File: src/hw/id_settings.svh
`ifndef ID_SETTINGS_SVH
`define ID_SETTINGS_SVH

//////////////////////////////////////////////////
// Decode stage dimensions
//////////////////////////////////////////////////

// Width of a data word and of an instruction word
`define ID_XLEN 32

// Width of a register index as found in the rs1, rs2 and rd fields
`define ID_REG_ADDR_W 5

// Number of architectural registers
// Register 0 is counted here because it has real storage
`define ID_NUM_REGS 32

`endif

File: src/hw/id_pkg.sv
`default_nettype none

package id_pkg;

  // Functional unit that receives the instruction
  // UNIT_NONE means no unit at all
  typedef enum logic [2:0] {
    UNIT_NONE = 3'd0,
    UNIT_ALU  = 3'd1,
    UNIT_MUL  = 3'd2,
    UNIT_DIV  = 3'd3,
    UNIT_LSU  = 3'd4,
    UNIT_CSR  = 3'd5,
    UNIT_SYS  = 3'd6
  } unit_e;

  // Operation performed by the ALU, also used for LSU address generation
  typedef enum logic [3:0] {
    ALU_ADD, ALU_SUB, ALU_AND, ALU_OR,
    ALU_XOR, ALU_SLT, ALU_SLL, ALU_SRL
  } alu_op_e;

  // Source of operand B
  typedef enum logic {
    OPB_REG,
    OPB_IMM
  } opb_sel_e;

  // System operation carried toward execute
  typedef enum logic [2:0] {
    SYSOP_NONE, SYSOP_ECALL, SYSOP_EBREAK, SYSOP_MRET, SYSOP_WFI
  } sys_op_e;

endpackage

`default_nettype wire

File: src/hw/isa_pkg.sv
`default_nettype none

package isa_pkg;

  // Major opcodes in bits 6:0 of the instruction word
  typedef enum logic [6:0] {
    OPC_LOAD   = 7'h03,
    OPC_OP_IMM = 7'h13,
    OPC_STORE  = 7'h23,
    OPC_OP     = 7'h33,
    OPC_SYSTEM = 7'h73
  } opcode_e;

  // funct3 codes of the SYSTEM opcode
  // PRIV holds ECALL, EBREAK, MRET and WFI, told apart by the whole word
  typedef enum logic [2:0] {
    F3_PRIV  = 3'b000,
    F3_CSRRW = 3'b001,
    F3_CSRRS = 3'b010,
    F3_CSRRC = 3'b011
  } sys_funct3_e;

  // Immediate formats the stage can build
  typedef enum logic [1:0] {
    IMM_NONE = 2'b00,
    IMM_I    = 2'b01,
    IMM_S    = 2'b10
  } imm_kind_e;

  // Complete encodings of the privileged instructions
  localparam logic [31:0] INSTR_ECALL  = 32'h0000_0073;
  localparam logic [31:0] INSTR_EBREAK = 32'h0010_0073;
  localparam logic [31:0] INSTR_MRET   = 32'h3020_0073;
  localparam logic [31:0] INSTR_WFI    = 32'h1050_0073;

  // funct7 values that OP accepts
  localparam logic [6:0] F7_BASE   = 7'b000_0000;
  localparam logic [6:0] F7_MULDIV = 7'b000_0001;
  localparam logic [6:0] F7_SUB    = 7'b010_0000;

endpackage

`default_nettype wire

File: src/hw/id_decoder.sv
`timescale 1ns/100ps
`default_nettype none

`include "id_settings.svh"

module id_decoder
  import isa_pkg::*;
  import id_pkg::*;
(
  input  logic [`ID_XLEN-1:0]       instr_i,
  output unit_e                     unit_o,
  output alu_op_e                   alu_op_o,
  output sys_op_e                   sys_op_o,
  output opb_sel_e                  opb_sel_o,
  output imm_kind_e                 imm_kind_o,
  output logic [`ID_REG_ADDR_W-1:0] rs1_addr_o,
  output logic [`ID_REG_ADDR_W-1:0] rs2_addr_o,
  output logic [`ID_REG_ADDR_W-1:0] rd_addr_o,
  output logic                      rf_we_o,
  output logic                      lsu_we_o,
  output logic                      illegal_o
);

  opcode_e     opcode;
  sys_funct3_e sys_f3;
  logic [2:0]  funct3;
  logic [6:0]  funct7;
  alu_op_e     f3_alu_op;
  logic        f3_alu_ok;
  logic        is_shift;
  unit_e       unit;
  sys_op_e     sys_op;
  logic        rf_we;
  logic        lsu_we;
  logic        illegal;

  assign opcode     = opcode_e'(instr_i[6:0]);
  assign funct3     = instr_i[14:12];
  assign funct7     = instr_i[31:25];
  assign sys_f3     = sys_funct3_e'(funct3);
  assign rd_addr_o  = instr_i[11:7];
  assign rs1_addr_o = instr_i[19:15];
  assign rs2_addr_o = instr_i[24:20];
  assign is_shift   = (funct3 == 3'b001) || (funct3 == 3'b101);

  //////////////////////////////////////////////////
  // ALU operation from funct3
  //////////////////////////////////////////////////

  // Shared by OP and OP-IMM; only OP may turn ADD into SUB
  always_comb begin
    f3_alu_ok = 1'b1;
    case (funct3)
      3'b000:  f3_alu_op = (opcode == OPC_OP && funct7 == F7_SUB) ? ALU_SUB : ALU_ADD;
      3'b001:  f3_alu_op = ALU_SLL;
      3'b010:  f3_alu_op = ALU_SLT;
      3'b100:  f3_alu_op = ALU_XOR;
      3'b101:  f3_alu_op = ALU_SRL;
      3'b110:  f3_alu_op = ALU_OR;
      3'b111:  f3_alu_op = ALU_AND;
      default: begin
        // SLTU is outside the supported subset
        f3_alu_op = ALU_ADD;
        f3_alu_ok = 1'b0;
      end
    endcase
  end

  //////////////////////////////////////////////////
  // Main decode
  //////////////////////////////////////////////////

  always_comb begin
    unit       = UNIT_NONE;
    alu_op_o   = ALU_ADD;
    sys_op     = SYSOP_NONE;
    opb_sel_o  = OPB_REG;
    imm_kind_o = IMM_NONE;
    rf_we      = 1'b0;
    lsu_we     = 1'b0;
    illegal    = 1'b0;
    case (opcode)
      OPC_OP: begin
        rf_we = 1'b1;
        if (funct7 == F7_MULDIV) begin
          // funct3 bit 2 splits the M extension into multiply and divide
          unit = funct3[2] ? UNIT_DIV : UNIT_MUL;
        end else begin
          unit     = UNIT_ALU;
          alu_op_o = f3_alu_op;
          illegal  = !f3_alu_ok ||
                     !(funct7 == F7_BASE || (funct7 == F7_SUB && funct3 == 3'b000));
        end
      end
      OPC_OP_IMM: begin
        unit       = UNIT_ALU;
        alu_op_o   = f3_alu_op;
        opb_sel_o  = OPB_IMM;
        imm_kind_o = IMM_I;
        rf_we      = 1'b1;
        // Shift immediates keep funct7 at zero, SRAI is not supported
        illegal    = !f3_alu_ok || (is_shift && funct7 != F7_BASE);
      end
      OPC_LOAD: begin
        // Address is rs1 plus the I immediate through the ALU adder
        unit       = UNIT_LSU;
        opb_sel_o  = OPB_IMM;
        imm_kind_o = IMM_I;
        rf_we      = 1'b1;
        illegal    = (funct3 == 3'b011) || (funct3[2:1] == 2'b11);
      end
      OPC_STORE: begin
        // Operand B carries the store data from rs2
        unit       = UNIT_LSU;
        imm_kind_o = IMM_S;
        lsu_we     = 1'b1;
        illegal    = (funct3 > 3'b010);
      end
      OPC_SYSTEM: begin
        case (sys_f3)
          F3_PRIV: begin
            unit = UNIT_SYS;
            case (instr_i)
              INSTR_ECALL:  sys_op = SYSOP_ECALL;
              INSTR_EBREAK: sys_op = SYSOP_EBREAK;
              INSTR_MRET:   sys_op = SYSOP_MRET;
              INSTR_WFI:    sys_op = SYSOP_WFI;
              default:      illegal = 1'b1;
            endcase
          end
          F3_CSRRW, F3_CSRRS, F3_CSRRC: begin
            // The CSR address rides in operand B as an I immediate
            unit       = UNIT_CSR;
            opb_sel_o  = OPB_IMM;
            imm_kind_o = IMM_I;
            rf_we      = 1'b1;
          end
          default: illegal = 1'b1;
        endcase
      end
      default: illegal = 1'b1;
    endcase
  end

  // Squash every side effect of an illegal instruction
  assign illegal_o = illegal;
  assign unit_o    = illegal ? UNIT_NONE : unit;
  assign sys_op_o  = illegal ? SYSOP_NONE : sys_op;
  assign rf_we_o   = rf_we && !illegal;
  assign lsu_we_o  = lsu_we && !illegal;

  always_comb begin
    // Every legal instruction is sent to exactly one unit
    a_unit_onehot : assert final (illegal_o || unit_o != UNIT_NONE);
    a_illegal : assert final (!illegal_o || (unit_o == UNIT_NONE && !rf_we_o && !lsu_we_o));
    a_sys_op : assert final (unit_o == UNIT_SYS || sys_op_o == SYSOP_NONE);
  end

endmodule

`default_nettype wire

File: src/hw/id_operand_sel.sv
`timescale 1ns/100ps
`default_nettype none

`include "id_settings.svh"

module id_operand_sel
  import isa_pkg::*;
  import id_pkg::*;
(
  input  logic [`ID_XLEN-1:0]       instr_i,
  input  logic                      dummy_i,
  input  logic [`ID_REG_ADDR_W-1:0] rs1_addr_i,
  input  logic [`ID_REG_ADDR_W-1:0] rs2_addr_i,
  input  logic [`ID_XLEN-1:0]       rdata_a_i,
  input  logic [`ID_XLEN-1:0]       rdata_b_i,
  input  opb_sel_e                  opb_sel_i,
  input  imm_kind_e                 imm_kind_i,
  output logic [`ID_XLEN-1:0]       operand_a_o,
  output logic [`ID_XLEN-1:0]       operand_b_o
);

  logic                rs1_zero;
  logic                rs2_zero;
  logic [`ID_XLEN-1:0] rs2_value;
  logic [`ID_XLEN-1:0] imm_i;
  logic [`ID_XLEN-1:0] imm_s;
  logic [`ID_XLEN-1:0] imm;

  // Regular instructions see zero in register 0, dummies see the stored value
  assign rs1_zero    = (rs1_addr_i == '0) && !dummy_i;
  assign rs2_zero    = (rs2_addr_i == '0) && !dummy_i;
  assign operand_a_o = rs1_zero ? '0 : rdata_a_i;
  assign rs2_value   = rs2_zero ? '0 : rdata_b_i;

  // Sign-extended immediates
  assign imm_i = {{(`ID_XLEN-12){instr_i[31]}}, instr_i[31:20]};
  assign imm_s = {{(`ID_XLEN-12){instr_i[31]}}, instr_i[31:25], instr_i[11:7]};

  always_comb begin
    case (imm_kind_i)
      IMM_I:   imm = imm_i;
      IMM_S:   imm = imm_s;
      default: imm = '0;
    endcase
  end

  // Stores keep OPB_REG so operand B is the store data
  assign operand_b_o = (opb_sel_i == OPB_IMM) ? imm : rs2_value;

  always_comb begin
    a_r0_regular : assert final (dummy_i || ((rs1_addr_i != '0 || operand_a_o == '0) &&
      (rs2_addr_i != '0 || opb_sel_i == OPB_IMM || operand_b_o == '0)));
    a_r0_dummy : assert final (!dummy_i || ((rs1_addr_i != '0 || operand_a_o == rdata_a_i) &&
      (rs2_addr_i != '0 || opb_sel_i == OPB_IMM || operand_b_o == rdata_b_i)));
  end

endmodule

`default_nettype wire

File: src/hw/id_pipe_reg.sv
`timescale 1ns/100ps
`default_nettype none

module id_pipe_reg #(
  parameter type payload_t = logic
) (
  input  logic     clk,
  input  logic     rst_n_i,
  input  logic     in_valid_i,
  input  payload_t in_data_i,
  output logic     in_ready_o,
  input  logic     halt_i,
  input  logic     kill_i,
  output logic     out_valid_o,
  output payload_t out_data_o,
  input  logic     out_ready_i
);

  logic     valid_q;
  payload_t data_q;
  logic     load;

  // Kill always accepts so the upstream item is dropped
  // Otherwise accept when empty or when the held item leaves this cycle
  assign in_ready_o  = kill_i || (!halt_i && (!valid_q || out_ready_i));
  assign out_valid_o = valid_q && !halt_i && !kill_i;
  assign out_data_o  = data_q;

  // A killed cycle loads nothing
  assign load = !kill_i && in_valid_i && in_ready_o;

  always_ff @(posedge clk or negedge rst_n_i) begin
    if (!rst_n_i) begin
      valid_q <= 1'b0;
    end else if (kill_i) begin
      valid_q <= 1'b0;
    end else if (in_ready_o) begin
      valid_q <= in_valid_i;
    end
  end

  always_ff @(posedge clk) begin
    if (load) begin
      data_q <= in_data_i;
    end
  end

  // Halt without kill blocks both sides and keeps the held item
  a_halt : assert property (@(posedge clk) disable iff (!rst_n_i)
    (halt_i && !kill_i) |-> (!in_ready_o && !out_valid_o) ##1 $stable(valid_q));

  // Kill drops the item, so nothing is offered downstream
  a_kill : assert property (@(posedge clk) disable iff (!rst_n_i)
    kill_i |-> (in_ready_o && !out_valid_o));

endmodule

`default_nettype wire

File: src/hw/id_regfile.sv
`timescale 1ns/100ps
`default_nettype none

`include "id_settings.svh"

module id_regfile (
  input  logic                      clk,
  input  logic                      rst_n_i,
  input  logic [`ID_REG_ADDR_W-1:0] raddr_a_i,
  input  logic [`ID_REG_ADDR_W-1:0] raddr_b_i,
  output logic [`ID_XLEN-1:0]       rdata_a_o,
  output logic [`ID_XLEN-1:0]       rdata_b_o,
  input  logic                      we_i,
  input  logic [`ID_REG_ADDR_W-1:0] waddr_i,
  input  logic [`ID_XLEN-1:0]       wdata_i
);

  // Register 0 is real storage so that dummy instructions can read it
  logic [`ID_XLEN-1:0] regs_q [`ID_NUM_REGS];

  // Reads see the value from before this cycle's write
  assign rdata_a_o = regs_q[raddr_a_i];
  assign rdata_b_o = regs_q[raddr_b_i];

  always_ff @(posedge clk or negedge rst_n_i) begin
    if (!rst_n_i) begin
      for (int i = 0; i < `ID_NUM_REGS; i++) begin
        regs_q[i] <= '0;
      end
    end else if (we_i) begin
      regs_q[waddr_i] <= wdata_i;
    end
  end

  // A write-back strobe must come with known address and data
  a_wdata_known : assert property (@(posedge clk) disable iff (!rst_n_i)
    we_i |-> !$isunknown({waddr_i, wdata_i}));

endmodule

`default_nettype wire

File: src/hw/id_stage_top.sv
`timescale 1ns/100ps
`default_nettype none

`include "id_settings.svh"

module id_stage_top
  import isa_pkg::*;
  import id_pkg::*;
(
  input  logic                      clk,
  input  logic                      rst_n_i,
  input  logic                      in_valid_i,
  input  logic [`ID_XLEN-1:0]       in_instr_i,
  input  logic                      in_dummy_i,
  output logic                      in_ready_o,
  input  logic                      halt_i,
  input  logic                      kill_i,
  input  logic                      wb_we_i,
  input  logic [`ID_REG_ADDR_W-1:0] wb_addr_i,
  input  logic [`ID_XLEN-1:0]       wb_data_i,
  input  logic                      ex_ready_i,
  output logic                      ex_valid_o,
  output unit_e                     ex_unit_o,
  output alu_op_e                   ex_alu_op_o,
  output sys_op_e                   ex_sys_op_o,
  output logic [`ID_XLEN-1:0]       ex_operand_a_o,
  output logic [`ID_XLEN-1:0]       ex_operand_b_o,
  output logic [`ID_REG_ADDR_W-1:0] ex_rd_addr_o,
  output logic                      ex_rf_we_o,
  output logic                      ex_lsu_we_o,
  output logic                      ex_illegal_o
);

  // Item held between fetch and decode
  typedef struct packed {
    logic [`ID_XLEN-1:0] instr;
    logic                dummy;
  } if_id_t;

  // Item held between decode and execute
  typedef struct packed {
    unit_e                     unit;
    alu_op_e                   alu_op;
    sys_op_e                   sys_op;
    logic [`ID_XLEN-1:0]       operand_a;
    logic [`ID_XLEN-1:0]       operand_b;
    logic [`ID_REG_ADDR_W-1:0] rd_addr;
    logic                      rf_we;
    logic                      lsu_we;
    logic                      illegal;
  } id_ex_t;

  if_id_t                    if_id_d;
  if_id_t                    if_id_q;
  logic                      if_id_valid;
  logic                      id_ex_ready;
  id_ex_t                    id_ex_d;
  id_ex_t                    id_ex_q;
  opb_sel_e                  opb_sel;
  imm_kind_e                 imm_kind;
  logic [`ID_REG_ADDR_W-1:0] rs1_addr;
  logic [`ID_REG_ADDR_W-1:0] rs2_addr;
  logic [`ID_XLEN-1:0]       rdata_a;
  logic [`ID_XLEN-1:0]       rdata_b;

  assign if_id_d.instr = in_instr_i;
  assign if_id_d.dummy = in_dummy_i;

  //////////////////////////////////////////////////
  // Input register, the only one halted or killed
  //////////////////////////////////////////////////

  id_pipe_reg #(.payload_t(if_id_t)) u_if_id (
    .clk         (clk),
    .rst_n_i     (rst_n_i),
    .in_valid_i  (in_valid_i),
    .in_data_i   (if_id_d),
    .in_ready_o  (in_ready_o),
    .halt_i      (halt_i),
    .kill_i      (kill_i),
    .out_valid_o (if_id_valid),
    .out_data_o  (if_id_q),
    .out_ready_i (id_ex_ready)
  );

  //////////////////////////////////////////////////
  // Decode, register read and operand selection
  //////////////////////////////////////////////////

  id_decoder u_decoder (
    .instr_i    (if_id_q.instr),
    .unit_o     (id_ex_d.unit),
    .alu_op_o   (id_ex_d.alu_op),
    .sys_op_o   (id_ex_d.sys_op),
    .opb_sel_o  (opb_sel),
    .imm_kind_o (imm_kind),
    .rs1_addr_o (rs1_addr),
    .rs2_addr_o (rs2_addr),
    .rd_addr_o  (id_ex_d.rd_addr),
    .rf_we_o    (id_ex_d.rf_we),
    .lsu_we_o   (id_ex_d.lsu_we),
    .illegal_o  (id_ex_d.illegal)
  );

  id_regfile u_regfile (
    .clk       (clk),
    .rst_n_i   (rst_n_i),
    .raddr_a_i (rs1_addr),
    .raddr_b_i (rs2_addr),
    .rdata_a_o (rdata_a),
    .rdata_b_o (rdata_b),
    .we_i      (wb_we_i),
    .waddr_i   (wb_addr_i),
    .wdata_i   (wb_data_i)
  );

  id_operand_sel u_operand_sel (
    .instr_i     (if_id_q.instr),
    .dummy_i     (if_id_q.dummy),
    .rs1_addr_i  (rs1_addr),
    .rs2_addr_i  (rs2_addr),
    .rdata_a_i   (rdata_a),
    .rdata_b_i   (rdata_b),
    .opb_sel_i   (opb_sel),
    .imm_kind_i  (imm_kind),
    .operand_a_o (id_ex_d.operand_a),
    .operand_b_o (id_ex_d.operand_b)
  );

  // Output register toward execute, never halted or killed
  id_pipe_reg #(.payload_t(id_ex_t)) u_id_ex (
    .clk         (clk),
    .rst_n_i     (rst_n_i),
    .in_valid_i  (if_id_valid),
    .in_data_i   (id_ex_d),
    .in_ready_o  (id_ex_ready),
    .halt_i      (1'b0),
    .kill_i      (1'b0),
    .out_valid_o (ex_valid_o),
    .out_data_o  (id_ex_q),
    .out_ready_i (ex_ready_i)
  );

  assign ex_unit_o      = id_ex_q.unit;
  assign ex_alu_op_o    = id_ex_q.alu_op;
  assign ex_sys_op_o    = id_ex_q.sys_op;
  assign ex_operand_a_o = id_ex_q.operand_a;
  assign ex_operand_b_o = id_ex_q.operand_b;
  assign ex_rd_addr_o   = id_ex_q.rd_addr;
  assign ex_rf_we_o     = id_ex_q.rf_we;
  assign ex_lsu_we_o    = id_ex_q.lsu_we;
  assign ex_illegal_o   = id_ex_q.illegal;

  // Halt without kill closes the stage input
  a_halt_not_ready : assert property (@(posedge clk) disable iff (!rst_n_i)
    (halt_i && !kill_i) |-> !in_ready_o);

  // Kill keeps the stage input open
  a_kill_ready : assert property (@(posedge clk) disable iff (!rst_n_i)
    kill_i |-> in_ready_o);

  // While halted or killed nothing reaches execute, so a drained output stays empty
  a_stall_no_issue : assert property (@(posedge clk) disable iff (!rst_n_i)
    ((halt_i || kill_i) && (!ex_valid_o || ex_ready_i)) |=> !ex_valid_o);

endmodule

`default_nettype wire

File: config.mk
export PLATFORM = sky130hd
export DESIGN_NAME = id_stage_top
export DESIGN_NICKNAME = d
export VERILOG_FILES = /design/src/hw/id_pkg.sv /design/src/hw/isa_pkg.sv /design/src/hw/id_decoder.sv /design/src/hw/id_operand_sel.sv /design/src/hw/id_pipe_reg.sv /design/src/hw/id_regfile.sv /design/src/hw/id_stage_top.sv
export VERILOG_INCLUDE_DIRS = /design/src /design/src/hw
export SDC_FILE = /design/constraint.sdc
export NUM_CORES = 2
export LEC_CHECK = 0
export BUFFER_PORTS_ARGS = -buffer_cell sky130_fd_sc_hd__buf_2
export CELL_PAD_IN_SITES_DETAIL_PLACEMENT = 0
export CELL_PAD_IN_SITES_GLOBAL_PLACEMENT = 2
export CORE_ASPECT_RATIO = 0.5
export CORE_MARGIN = 4
export CORE_UTILIZATION = 40
export CTS_CLUSTER_DIAMETER = 60
export CTS_CLUSTER_SIZE = 30
export DETAILED_ROUTE_END_ITERATION = 7
export PLACE_DENSITY = 0.77
export SLEW_MARGIN = 0
export SYNTH_ARGS = -nofsm -noshare
export SYNTH_HDL_FRONTEND = slang
export SYNTH_HIERARCHICAL = 1
export SYNTH_SLANG_ARGS = --single-unit
File: constraint.sdc
create_clock -name clk -period 3.06 [get_ports clk]
set_input_delay 0.306 -clock clk [delete_from_list [all_inputs] [get_ports clk]]
set_output_delay 0.306 -clock clk [all_outputs]
set_load 0.01 [all_outputs]
# [Word level (Yosys, flattened, before mapping)]
# Cells that the tools add are included.
[word_totals] output_inout_bits=84 in_bits=77 regBits=1141 wordCells=153
[classes] eq_ne=21 order_cmp=5 mux=34 reduce_logical=43 bitwise_logic=5
[op_table] op="$bwmux 1024" count=1
[op_table] op="$bmux 32 s5" count=2
[op_table] op="$mux 32" count=7
[op_table] op="$demux 32 s5" count=1
[op_table] op="$pmux 32 s2" count=1
[op_table] op="$eq 32x21->1 const B" count=1
[op_table] op="$eq 32x29->1 const B" count=1
[op_table] op="$eq 32x30->1 const B" count=1
[op_table] op="$eq 32x7->1 const B" count=1
[op_table] op="$pmux 4 s7" count=1
[op_table] op="$pmux 3 s4" count=2
[op_table] op="$eq 7x6->1 const B" count=3
[op_table] op="$ge 6x6->1 const B" count=3
[op_table] op="$not 5->6" count=3
[op_table] op="$logic_and 1x1->1" count=14
[op_table] op="$eq 3x3->1 const B" count=4
[op_table] op="$logic_not 5->1" count=2
[op_table] op="$mux 1" count=10
[op_table] op="$reduce_or 3->1" count=3
[op_table] op="$logic_not 1->1" count=8
[op_table] op="$logic_or 1x1->1" count=8
[op_table] op="$pmux 4 s2" count=1
[op_table] op="$eq 7x1->1 const B" count=1
[op_table] op="$eq 7x2->1 const B" count=1
[op_table] op="other kinds (22)" count=28

# [Depth between registers and ports, before layout]
[logic_depth] depth_word=9 depth_mapped=11

# [By module]
# The synthesis kept the hierarchy.
[modules_own_cells] mod="id_regfile" area_per_inst_um2=55781.0 cells_per_inst=4605 n_inst=1 seq_area_each_um2=25624.6
[modules_own_cells] mod="id_pipe_reg (u_id_ex)" area_per_inst_um2=2537.4 cells_per_inst=91 n_inst=1 seq_area_each_um2=2487.4
[modules_own_cells] mod="id_pipe_reg (u_if_id)" area_per_inst_um2=1066.0 cells_per_inst=42 n_inst=1 seq_area_each_um2=1016.0
[modules_own_cells] mod="id_operand_sel" area_per_inst_um2=675.6 cells_per_inst=97 n_inst=1 seq_area_each_um2=0.0
[modules_own_cells] mod="id_decoder" area_per_inst_um2=673.1 cells_per_inst=98 n_inst=1 seq_area_each_um2=0.0
[modules_own_cells] mod="id_stage_top" area_per_inst_um2=3.8 cells_per_inst=1 n_inst=1 seq_area_each_um2=0.0

# [Least setup slack after synthesis]
# Ideal clock, no wire load.
[synth_path] path_type="input port to flip-flop" from="in kill_i" to="reg u_id_ex.data_q (netlist bit u_id_ex/out_data_o[0]), enable pin" stages=3 t_arrival_ns=2.547 n_path_buf=0 setup_slack_ns=0.063 path_cell_list="nor2_1 > and2_1 > and3b_1"
[synth_via] elab_chain_len=3
[synth_rtl] item="start, declared" line="id_stage_top.sv:17" source="input logic kill_i,"
[synth_rtl] item="$logic_not 1->1" line="id_pipe_reg.sv:26" source="assign out_valid_o = valid_q && !halt_i && !kill_i;"
[synth_rtl] item="$logic_and 1x1->1" line="id_pipe_reg.sv:26"
[synth_rtl] item="via if_id_valid" line="id_stage_top.sv:55" source="logic if_id_valid;"
[synth_rtl] item="$logic_and 1x1->1" line="id_pipe_reg.sv:30" source="assign load = !kill_i && in_valid_i && in_ready_o;"
[synth_rtl] item="via u_id_ex.load" line="id_pipe_reg.sv:21" source="logic load;"
[synth_rtl] item="end signal, assigned" line="id_pipe_reg.sv:44" source="data_q <= in_data_i;"
[synth_rtl] item="end, declared" line="id_pipe_reg.sv:20" source="payload_t data_q;"
# The timed path passes the listed nets, and every way through them passes these cells.
# A chain may end at the register's enable or synchronous reset.

==> out/results.tsv <==
stage	metric	value	unit
status	status	finished clean	
grt	GRT Residual Overflow	0	
floorplanning	initial core utilization	0.406	
floorplanning	row count	100	
grt	vias in the first global route	43200	
place	number of port buffers	160	
synth	Synth cell types	67	
cells_and_area	Nets	5021	
setup_path	crit path launch type	register	
setup_path	Req. time, crit path	3.51	ns
place	RD Place Congestion	0.826	
cts	postcts setup bufs	0	
grt	first-pass GRT wire length	309000	um
floorplanning	Die Ht	284	um
floorplanning	Die W	559	um
power_and_ir_drop	Design Power	37.7	mW
routing	DRC Markers	0	
cts	Reg clk slew, reported paths	0.10	ns
synth	sequential area share after synthesis	0.480	
synth	largest area contributor in the synthesized netlist	dfrtp_1	
synth	post-synthesis cell area	60700	um2
routing	initial drt markers	4068	
floorplanning	die area	159000	um2
timing	measured slew at the worst slew-check pin	1.18	ns
floorplanning	Core ar.	150000	um2
routing	final wirelength	214000	um
setup_path	RR Startpoint	u_if_id/out_data_o[21]	
cts	clock sinks	1141	
setup_path	endpoint class of the critical path	register	
power_and_ir_drop	Leakage	30.8	nW
floorplanning	num ports	161	
timing	Final min period	2.85	ns
timing	Final Hold Fails	0	
cts	TritonCTS clock tree	done	
cells_and_area	fill count	13600	
routing	vias after detailed routing	43100	
synth	synthesized flop and latch total	1141	
timing	Setup violations, final	0	
grt	largest net degree at the start of global routing	124	
setup_path	Arrival @ worst endpoint	3.30	ns
setup_path	kind of critical path	reg2reg	
synth	Syn Inst Count	4934	
synth	ranking of synthesized cells by area	dfrtp_1 (42%), mux2_2 (19%), mux2i_1 (17%), edfxtp_1 (5.7%), a22oi_1 (2.4%)	
timing	number of max-slew violations in the final report	0	
run	maxcap violations	0	
cts	H-tree depth	3	
grt	initial antenna violation count	9	
cts	CTS root buf	clkbuf_16	
synth	Post-synth EDFFs	115	
routing	drt wl/cell	30.6	um
timing	FMAX	351	MHz
synth	post-synth top area share	0.423	
routing	final antenna-violating net count	0	
cts	clock latency on the worst-skew pair	0.71	ns
power_and_ir_drop	worst vdd ir	0.382	mV
power_and_ir_drop	power per cell area	560	nW/um2
timing	Slew Limit Headroom	0.211	
cts	cts bufs inserted	69	
hold_path	HP Class	in2async	
grt	gr usage total	0.261	
setup_path	CP Max Fanout	21	
setup_path	Worst Setup SP	u_if_id/out_data_o[21]	
timing	setup_tns	0	ns
cts	maximum clock insertion buffer count	3	
cells_and_area	ratio of cells with drive above 1 in the final layout	0.314	
cells_and_area	commonest non-fill, non-tap cell in the layout	dfrtp_1	
synth	FFs w/ async S/R, synth	0.899	
place	hpwl dp	122000	um
synth	Avg Cell Area, Syn	12.3	um2
cells_and_area	commonest cells after routing, fill and taps aside	dfrtp_1 (1,026), mux2i_1 (1,024), mux2_2 (1,006), nand2_1 (198)	
routing	vias per inst	6.16	
timing	RSZ-0062 raised after global routing	false	
routing	First-pass DRT Iterations	6	
synth	Ys Warns	6	
synth	Most used DFF post-synth	dfrtp_1	
cells_and_area	area delta synth->final	10.8	%
timing	Clock Skews	0.0330	ns
timing	period utilization	0.931	
-- logic make-up (layout without fill, tap and decap cells) --
kind of cell    count (synthesis)  in the layout  synth area share
mux                          2048           2048             0.359
simple gates                  616            616            0.0492
flops                        1141           1141             0.480
other cells                     2              8          0.000124
buf+inv                       483            543            0.0389
fa+ha+maj                       2              2          0.000412
compound gates                642            642            0.0732
-- cell usage after synthesis (10+ instances only) --
| cell type | number |
|---|---|
| a21o_1 | 20 |
| a21oi_1 | 197 |
| a22o_1 | 128 |
| a22oi_1 | 197 |
| a31oi_1 | 65 |
| and2_1 | 38 |
| buf_1 | 26 |
| buf_2 | 164 |
| buf_4 | 79 |
| clkbuf_1 | 197 |
| dfrtp_1 | 1026 |
| edfxtp_1 | 115 |
| inv_1 | 10 |
| mux2_1 | 18 |
| mux2_2 | 1006 |
| mux2i_1 | 1024 |
| nand2_1 | 217 |
| nand3_1 | 197 |
| nor2_1 | 27 |
| nor3_1 | 70 |
-- per-layer routing --
layer,vias up,part of all wire,routed length (um),track usage
li1,18200,-,-,-
met1,23000,0.47,99500,0.385
met2,1475,0.44,93900,0.394
met3,339,0.064,13700,0.0418
met4,2,0.032,6750,0.0781
met5,-,0.000094,20,0
-- area by class of cell --
| class | count | area, um2 | area share |
|---|---|---|---|
| flip-flops and latches | 1141 | 29100 | 0.433 |
| clock buffers | 80 | 1870 | 0.0278 |
| clock inverters | 47 | 497 | 0.00738 |
| diodes | 2 | 5.00 | 0.0000744 |
| repair buffers | 404 | 3770 | 0.0561 |
| well taps | 1989 | 2490 | 0.0370 |
| multi-input cells | 3314 | 29500 | 0.438 |
| inverters | 12 | 45.0 | 0.000669 |
-- report_power, final --
part / total (mW) / internal [mW] / switching, mW
Clock: 10.8 / 4.73 / 6.02
Sequential: 20.0 / 18.0 / 2.01
Combinational: 6.92 / 3.77 / 3.15
-- through the flow --
stage               utilization  area (um2)  hold WS (ns)  instances  setup slack, ns
floorplan                     -       60800        0.0104       4938           0.0634
global placement          0.431       64500         0.261       6823            0.411
detailed placement        0.431       64500         0.264       6823            0.321
CTS                       0.449       67300         0.107       6987            0.296
global route              0.449       67300         0.121       6988            0.184
finish                    0.449       67300        0.0989       6989            0.211
-- sequential cells by signal, indices dropped and copies added (netlist names) --
name / count
u_id_ex/out_data_o: 82
u_id_ex/valid_q: 1
u_if_id/out_data_o: 33
u_if_id/valid_q: 1
u_regfile/regs_q: 1024
-- what timing repair did --
action | in CTS | in global routing
endpoints found under the hold margin | 102 | 0
hold buffers | 37 | 0
resized for setup | 0 | 0
-- critical path: stages, from the launching register on --
cell and delay (ns):
edfxtp_1 0.63, and2_4 0.58, buf_4 0.23, a22o_1 0.15, nor3_1 0.04, a31oi_1 0.20
nand3_1 0.38, a22o_2 0.36
-- worst paths after layout --
path                                     endpoint  slack (ns)  cells past startpoint
max                        u_id_ex/out_data_o[18]        0.21                      7
min                         u_regfile/regs_q[199]         0.1                      2
max reg2reg                u_id_ex/out_data_o[18]        0.21                      7
min reg2reg                  u_regfile/regs_q[38]        0.52                      1
max in group asynchronous   u_regfile/regs_q[251]        1.68                      3
min in group clk                  u_id_ex/valid_q        0.19                      4
(Power assumes the default switching activity.)
